## src/hdl/rvPkg.sv

```systemverilog
package rvPkg;

    // Memory sizes in words
    localparam int instMemDepth = 64;
    localparam int dataMemDepth = 64;
    localparam int instMemAw    = $clog2(instMemDepth); // 6 bits
    localparam int dataMemAw    = $clog2(dataMemDepth); // 6 bits
    localparam int regCount     = 32;

    typedef logic [31:0] wordT;     // Data, address or instruction
    typedef logic [4:0]  regAddrT;
    typedef logic [3:0]  aluSelT;
    typedef logic [6:0]  opcodeT;
    typedef logic [2:0]  funct3T;

    // Major opcodes of the supported subset
    localparam opcodeT opRType  = 7'b0110011;
    localparam opcodeT opIArith = 7'b0010011;
    localparam opcodeT opLoad   = 7'b0000011;
    localparam opcodeT opStore  = 7'b0100011;
    localparam opcodeT opBranch = 7'b1100011;

    // funct3 codes
    localparam funct3T f3AddSub = 3'b000;
    localparam funct3T f3Slt    = 3'b010;
    localparam funct3T f3Xor    = 3'b100;
    localparam funct3T f3Or     = 3'b110;
    localparam funct3T f3And    = 3'b111;

    // inst[30] value that turns ADD into SUB
    localparam logic f7SubBit = 1'b1;

    // ALU operation selects
    localparam aluSelT aluAdd = 4'd0;
    localparam aluSelT aluSub = 4'd1;
    localparam aluSelT aluAnd = 4'd2;
    localparam aluSelT aluOr  = 4'd3;
    localparam aluSelT aluXor = 4'd4;
    localparam aluSelT aluSlt = 4'd5;

endpackage

```

## src/hdl/ctrlIf.sv

```systemverilog
`timescale 1ns/100ps

interface ctrlIf import rvPkg::*; ();

    logic   regWrite;
    logic   aluSrc;   // 1 selects imm as ALU operand b
    logic   memWrite;
    logic   memToReg; // 1 writes back the load data
    logic   branch;
    aluSelT aluSel;
    wordT   imm;

    modport driver (
        output regWrite, aluSrc, memWrite, memToReg, branch, aluSel, imm
    );

    modport user (
        input regWrite, aluSrc, memWrite, memToReg, branch, aluSel, imm
    );

endinterface

```

## src/hdl/instDecode.sv

```systemverilog
`timescale 1ns/100ps

module instDecode import rvPkg::*; (
    input wordT   inst,
    ctrlIf.driver ctrl
);

    opcodeT opcode;
    funct3T funct3;
    logic   isSub;
    aluSelT arithSel;
    wordT   immI;
    wordT   immS;
    wordT   immB;

    assign opcode = inst[6:0];
    assign funct3 = inst[14:12];

    // Bit 30 only picks SUB for the register form, ADDI ignores it
    assign isSub = (opcode == opRType) && (inst[30] == f7SubBit);

    // Sign-extended immediates
    assign immI = {{20{inst[31]}}, inst[31:20]};
    assign immS = {{20{inst[31]}}, inst[31:25], inst[11:7]};
    assign immB = {{19{inst[31]}}, inst[31], inst[7], inst[30:25], inst[11:8], 1'b0};

    // ALU control for the arithmetic forms
    always_comb begin
        case (funct3)
            f3AddSub: arithSel = isSub ? aluSub : aluAdd;
            f3And:    arithSel = aluAnd;
            f3Or:     arithSel = aluOr;
            f3Xor:    arithSel = aluXor;
            f3Slt:    arithSel = aluSlt;
            default:  arithSel = aluAdd;   // Outside the subset
        endcase
    end

    // Main control
    always_comb begin
        ctrl.regWrite = 1'b0;
        ctrl.aluSrc   = 1'b0;
        ctrl.memWrite = 1'b0;
        ctrl.memToReg = 1'b0;
        ctrl.branch   = 1'b0;
        ctrl.aluSel   = aluAdd;
        ctrl.imm      = '0;

        case (opcode)
            opRType: begin
                ctrl.regWrite = 1'b1;
                ctrl.aluSel   = arithSel;
            end
            opIArith: begin
                ctrl.regWrite = 1'b1;
                ctrl.aluSrc   = 1'b1;
                ctrl.aluSel   = arithSel;
                ctrl.imm      = immI;
            end
            opLoad: begin
                ctrl.regWrite = 1'b1;
                ctrl.aluSrc   = 1'b1;
                ctrl.memToReg = 1'b1;
                ctrl.imm      = immI;   // Address is rs1 + offset
            end
            opStore: begin
                ctrl.memWrite = 1'b1;
                ctrl.aluSrc   = 1'b1;
                ctrl.imm      = immS;
            end
            opBranch: begin
                ctrl.branch = 1'b1;
                ctrl.aluSel = aluSub;   // Equality via zero flag
                ctrl.imm    = immB;
            end
            default: begin
                // Unknown opcode behaves as a no-op
            end
        endcase
    end

endmodule

```

## src/flat_wrapper.sv

```systemverilog
// flat-port wrapper written by rule: the top's interface ports become plain ports
module instDecode_flat import rvPkg::*;
  (inst, ctrl_regWrite, ctrl_aluSrc, ctrl_memWrite, ctrl_memToReg, ctrl_branch, ctrl_aluSel, ctrl_imm);
  ctrlIf ctrl_i ();
  input wordT inst;
  output wire logic [$bits(ctrl_i.regWrite)-1:0] ctrl_regWrite;
  output wire logic [$bits(ctrl_i.aluSrc)-1:0] ctrl_aluSrc;
  output wire logic [$bits(ctrl_i.memWrite)-1:0] ctrl_memWrite;
  output wire logic [$bits(ctrl_i.memToReg)-1:0] ctrl_memToReg;
  output wire logic [$bits(ctrl_i.branch)-1:0] ctrl_branch;
  output wire logic [$bits(ctrl_i.aluSel)-1:0] ctrl_aluSel;
  output wire logic [$bits(ctrl_i.imm)-1:0] ctrl_imm;
  assign ctrl_regWrite = ctrl_i.regWrite;
  assign ctrl_aluSrc = ctrl_i.aluSrc;
  assign ctrl_memWrite = ctrl_i.memWrite;
  assign ctrl_memToReg = ctrl_i.memToReg;
  assign ctrl_branch = ctrl_i.branch;
  assign ctrl_aluSel = ctrl_i.aluSel;
  assign ctrl_imm = ctrl_i.imm;
  instDecode u_core (.inst(inst), .ctrl(ctrl_i));
endmodule
```

## config.mk

```make
export PLATFORM = sky130hd
export DESIGN_NAME = instDecode_flat
export DESIGN_NICKNAME = d
export VERILOG_FILES = /design/src/hdl/rvPkg.sv /design/src/hdl/ctrlIf.sv /design/src/hdl/instDecode.sv /design/src/flat_wrapper.sv
export SDC_FILE = /design/constraint.sdc
export NUM_CORES = 1
export LEC_CHECK = 0
export ABC_AREA = 1
export BUFFER_PORTS_ARGS = -buffer_cell sky130_fd_sc_hd__buf_2
export CAP_MARGIN = 20
export CORE_MARGIN = 2
export CORE_UTILIZATION = 35
export DETAILED_ROUTE_END_ITERATION = 8
export PLACE_DENSITY = 0.95
export SYNTH_ARGS = -nofsm -noshare
export SYNTH_HDL_FRONTEND = slang
export SYNTH_SLANG_ARGS = --single-unit
export TNS_END_PERCENT = 5
```

## constraint.sdc

```tcl
create_clock -name vclk -period 1.8
set_input_delay 0.09 -clock vclk [all_inputs]
set_output_delay 0.09 -clock vclk [all_outputs]
set_load 0.1 [all_outputs]
```

==> results of run 1 <==
[through the flow]
step	cell area (um2)	power, mW	setup TNS [ns]	util	instances
2_1_floorplan	519	0.119	-0.756	-	92
3_3_place_gp	1040	0.174	0	0.782	155
3_5_place_dp	1040	0.179	0	0.782	155
4_1_cts	1040	0.180	0	0.782	155
5_1_grt	1040	0.188	0	0.782	155
6_report	1040	0.179	0	0.782	155
[power groups by stage]
stage          clock network, mW  registers, mW  logic, mW
2_1_floorplan                  0              0      0.119
3_3_place_gp                   0              0      0.174
3_5_place_dp                   0              0      0.179
4_1_cts                        0              0      0.180
5_1_grt                        0              0      0.188
6_report                       0              0      0.179
[worst paths after layout]
check	startpoint	endpoint	slack, ns	cells after the start
setup / recovery	inst[3]	ctrl_imm[20]	0.37	10
hold / removal	inst[4]	ctrl_memToReg	0.63	3
[synthesized netlist by cell type]
library cell and number:
sky130_fd_sc_hd__nand2_4 2, sky130_fd_sc_hd__nand4_1 2, sky130_fd_sc_hd__conb_1 1, sky130_fd_sc_hd__buf_4 20
sky130_fd_sc_hd__o21ai_0 1, sky130_fd_sc_hd__nand2_1 24, sky130_fd_sc_hd__o21ai_1 1, sky130_fd_sc_hd__inv_1 12
sky130_fd_sc_hd__nor2_1 8, sky130_fd_sc_hd__nand2_2 2, sky130_fd_sc_hd__inv_2 2, sky130_fd_sc_hd__nand3_1 2
sky130_fd_sc_hd__a21oi_1 1, sky130_fd_sc_hd__inv_4 2, sky130_fd_sc_hd__nor2_2 10, sky130_fd_sc_hd__nor2_8 2
[cell families after synthesis]
| group | synth area share |
|---|---|
| other | 0.00729 |
| buffers and inverters | 0.418 |
| AND/OR/NAND/NOR | 0.545 |
| AO/OA/AOI/OAI | 0.0292 |
[layer usage]
metal	GRT usage	wire length [um]
met5	0	0
met2	0.394	938
met3	0.0259	175
met1	0.197	589
met4	0.0188	14
[cell type report]
cell class	instances	area, um2	share of cell area
Timing Repair Buffer	68	656	0.628
Tap cell	15	18.8	0.0180
Multi-Input combinational cell	56	304	0.291
Inverter	16	65.1	0.0624
[cell usage in the layout (no fill, tap or decap)]
| master | instances |
|---|---|
| sky130_fd_sc_hd__inv_4 | 2 |
| sky130_fd_sc_hd__inv_2 | 2 |
| sky130_fd_sc_hd__nor2_8 | 2 |
| sky130_fd_sc_hd__nand2_2 | 2 |
| sky130_fd_sc_hd__nand2_1 | 24 |
| sky130_fd_sc_hd__o21ai_1 | 1 |
| sky130_fd_sc_hd__nand3_1 | 2 |
| sky130_fd_sc_hd__inv_1 | 12 |
| sky130_fd_sc_hd__nor2_4 | 1 |
| sky130_fd_sc_hd__nand2_4 | 2 |
| sky130_fd_sc_hd__nor2_1 | 8 |
| sky130_fd_sc_hd__buf_2 | 47 |
| sky130_fd_sc_hd__a21oi_1 | 1 |
| sky130_fd_sc_hd__nand4_1 | 2 |
| sky130_fd_sc_hd__nor2_2 | 9 |
| sky130_fd_sc_hd__buf_12 | 21 |
| sky130_fd_sc_hd__o21ai_0 | 1 |
| sky130_fd_sc_hd__conb_1 | 1 |
==> summary by stage, run 1 <==
Drt
The total iterations of the first detailed-routing run is 2. The routed wirelength normalized by instance count is 11.1 um. The via-per-instance ratio is 4.41.

The wire length reported by the detailed router is 1.72 mm. The number of DRC markers after the initial detailed-route iteration is 3. The detail route stage leaves a number of antenna-violating nets equal to 0. The number of vias in the routed layout is 684. For this run, design rule violations remaining after detail routing come to 0.

Global routing
Entering global routing, the biggest net connects 21 pins. The first global-routing pass estimated 2.70 mm of wire. The via count of the first global-routing pass is 616.

For this run the aggregate overflow at the end of global routing stands at 0. The all-layer global routing usage is 0.188. The initial antenna violation count is 0.

Worst setup path
Among all stages on the critical path, the largest delay is contributed by sky130_fd_sc_hd__buf_12. The kind of end point of the critical path is an output port. The signal on the critical path passes through buf_2 > inv_1 > nand2_2 > nor2_8 > nand2_4 > inv_4 > nor2_8 > nor2_4 > buf_12 > buf_12. The largest stage delay on the critical path is 0.25 ns. STA classifies the critical path startpoint as a primary input.

The category of the critical setup timing path is primary input to output port. The kind of cell adding the most delay to the critical path is buffers and inverters. The worst endpoint data arrival time is 1.34 ns. Counting both buffers and inverters, the worst setup path holds a total of 5.

For the worst setup path, the data required time is 1.71 ns. Along the worst path, the maximum fanout reaches 20.

Timing
The upper clock frequency limit is 0.701 GHz. The final count of pins violating max slew came to 0. The total count of hold-check failures in the final report is 0.

The clock period minus final worst setup slack is 1.43 ns. The setup slack after layout is 0.374 ns. The number of failing setup endpoints in the final timing report is 0. Of the available clock period, the critical path in the final layout requires 0.792.

The final worst hold slack is 0.633 ns. Setup repair after global routing left no endpoint under its margin.

Place
The global placer's final weighted congestion is 0.691. OpenSTA, run right after detailed placement, puts the worst setup slack at 0.374 ns. The HPWL after detailed placement is 1.61 mm. The count of buffers added on input and output ports is 67.

Clocking
The buffer count from post-CTS setup fixing is 0. The cts-stage hold buffer count is 0. The count of instances resized after the clock tree is built is 0.

Floorplanning
The region available for standard cell placement spans 0.00133 mm2. The initial standard-cell utilization of the core is 0.386. During I/O placement, the number of pins put on the boundary was 73. The die extent in x is 42.3 um. The floorplan row count is 13. The total die area is 0.00179 mm2.

From bottom edge to top edge, the die measures 42.3 um.

Yosys
After synthesis, the cell types taking the most area are sky130_fd_sc_hd__buf_4, sky130_fd_sc_hd__nand2_1, sky130_fd_sc_hd__nor2_2, sky130_fd_sc_hd__inv_1, sky130_fd_sc_hd__nor2_8. Yosys printed 0 warnings. The synthesized netlist contains 16 unique library cells. The area share of the leading cell type in the synthesized netlist is 0.292. The count of mapped cells out of synthesis is 92. Of all cell types, the one taking the most synthesized area is sky130_fd_sc_hd__buf_4. The synthesized area per cell is 5.59 um2. Of the synthesized area, sequential elements account for 0. The mapped netlist covers 514 um2. Synthesis produced a netlist with a net count of 124.

Pwr
In this run the power spent charging and discharging nets is 0.126 mW. Of the total power, combinational logic draws 1.000. The power share of the clock group is 0. The cell-internal power is 0.0533 mW. The cell area power density is 171 mW/mm2.

VDD sags by at most 0.100 mV. Summed over all cells, the static leakage comes to 0.644 nW. The sequential group share of total power is 0. The fraction of power spent switching nets is 0.702.

Flow run
The count of max-cap constraint violations is 0.

Worst hold path
The classification of the worst-slack hold path is primary input to output port.

Finish
For this run, the post-layout net count is 174. The number of diodes added for antenna fixing is 0. The layout-stage area growth over the synthesis result is 103%. The number of sequential cells is 0. In the final layout, flip-flops and latches occupy 0 um2.

The clock buffers instantiated in the layout total 0. In the final layout, the share of cells above drive strength 1 is 0.629. The total of fill cells in the finished design is 100.

Status
The run finished with clean final reports.
Power figures use the tool's default switching activity.
==> run 2, diff against run 1 <==
Settings changed: CORE_UTILIZATION 35 to 32, PLACE_DENSITY 0.95 to 0.9.
Clock period 1.8 ns to 1.45 ns, I/O delays scaled along.
==> summary by stage, run 2 (synthesis gave the netlist of run 1 again) <==
Timing
Final hold analysis gives a worst-case slack of 0.513 ns. Summed over all failing endpoints, the final setup total negative slack is 0 ns. The upper clock frequency limit is 0.727 GHz.

The final count of pins violating max slew is 0. The total count of hold-check failures in the final report came to 0. Of the available clock period, the critical path in the final layout requires 0.949.

The clock period minus final worst setup slack is 1.38 ns. The number of failing setup endpoints in the final timing report is 0. Setup repair after global routing left no endpoint under its margin.

Clocking
The buffer count from post-CTS setup fixing is 0. The count of instances resized after the clock tree is built is 0. After clock tree synthesis, the flow added hold-fix buffers numbering 0.

Floorplanning
The core area is 0.00151 mm2. The floorplan has 14 rows. The die extent in y is 44.1 um. The die covers 0.00194 mm2. During I/O placement, the number of pins put on the boundary was 73. The initial standard-cell utilization of the core is 0.341.

The die extent in x is 44.1 um.

Worst setup path
The critical path starts at inst[2]. Along the worst path, the maximum fanout reaches 10. The category of the critical setup timing path is primary input to output port.

The slowest library cell on the worst path is sky130_fd_sc_hd__buf_12. The largest stage delay on the critical path is 0.21 ns. The kind of end point of the critical path is an output port.

The data required time at the worst endpoint is 1.38 ns. Data arrives at the worst endpoint at 1.30 ns. Walking the worst path, the cells encountered are buf_2 > inv_2 > nand2_2 > nor2_8 > nand2_4 > inv_4 > nor2_8 > nor2_4 > buf_12 > buf_12. The worst setup path is launched from a primary input.

Drt
The via-per-instance ratio is 4.83. The wire length reported by the detailed router is 2.64 mm. The number of vias in the routed layout is 768. The first detailed-routing pass ran for 4 iterations. The number of DRC markers after the initial detailed-route iteration is 17. After detailed routing, the average wire length per cell comes to 16.6 um. The count of nets left with antenna violations once routing finished came out at 0. The number of DRC violations after detailed routing is 0.

Global routing
The first global-routing pass estimated 3.95 mm of wire. The all-layer global routing usage is 0.282. The overall overflow remaining after global route is 0.

The via count of the first global-routing pass was 802. The initial antenna violation count was 0. Entering global routing, the biggest net connects 11 pins.

Finish
The design has 0 sequential cells. The area growth from synthesis to layout is 165%. The finished layout holds 159 standard cells, fillers aside. For this run, the share of the core covered by cells in the final layout is 0.905. In the finished layout, the clock tree contains a buffer count of 0.

In the final layout, the share of cells above drive strength 1 is 0.643. In the layout the commonest cells are sky130_fd_sc_hd__buf_12, sky130_fd_sc_hd__buf_2, sky130_fd_sc_hd__nand2_1. The register cell area after layout is 0 um2. The final layout net count is 177. Leaving out fill and tap cells, the most frequent cell in the layout is sky130_fd_sc_hd__buf_12. The number of diodes added for antenna fixing is 0.

Place
Detailed placement ended at an HPWL of 2.42 mm. The count of buffers added on input and output ports is 67. The number of placed instances, taps included, is 159. The global placer's final weighted congestion is 0.721.

Worst hold path
The capture endpoint of the worst hold path is ctrl_imm[9]. The start point of the worst min-delay path is inst[29]. The classification of the worst-slack hold path is primary input to output port. The hold-critical path depth is 4.

Pwr
The analysis attributes to cell leakage a power of 0.712 nW. The worst-case IR drop observed on VDD is 0.138 mV. The cell area power density is 185 mW/mm2.

Status
The flow ran to the end, and the final reports show no timing, DRC or antenna violations.

Flow run
The count of max-cap constraint violations is 0.
-- run 2: worst max-delay path by stage --
stage	cells past startpoint	endpoint
after global placement	10	ctrl_imm[27]
after detailed placement	10	ctrl_imm[30]
after floorplan	5	ctrl_aluSel[2]
after CTS	10	ctrl_imm[30]
after global routing	10	ctrl_imm[29]
final	10	ctrl_imm[29]
-- run 2: metal layers --
metal / vias up / global-route usage / share of wire
met1: 345 / 0.286 / 0.33
met3: 12 / 0.0367 / 0.076
li1: 352 / - / -
met2: 59 / 0.565 / 0.55
met4: 0 / 0.109 / 0.044
met5: - / 0 / 0
-- run 2: critical path, delay by kind of cell --
family	cells	cell delay, ns
buffers and inverters	5	0.66
and+or+nand+nor	5	0.55
-- run 2: cell type report --
class              count  area [um2]
fillers               61         143
repair buffers        71         961
well taps             16        20.0
inverters             16        65.1
multi-input cells     56         318
-- run 2: metrics by stage --
stage	power (mW)	worst slack (ns)	cell area, um2
floorplan	0.149	-0.331	533
global placement	0.239	0.180	1360
detailed placement	0.251	0.0797	1360
CTS	0.251	0.0754	1360
global route	0.261	0.0103	1360
finish	0.252	0.0742	1360
-- run 2: where the power goes --
group,switching [mW],total (mW),internal [mW]
clock,0,0,0
sequential,0,0,0
combinational,0.168,0.252,0.0841
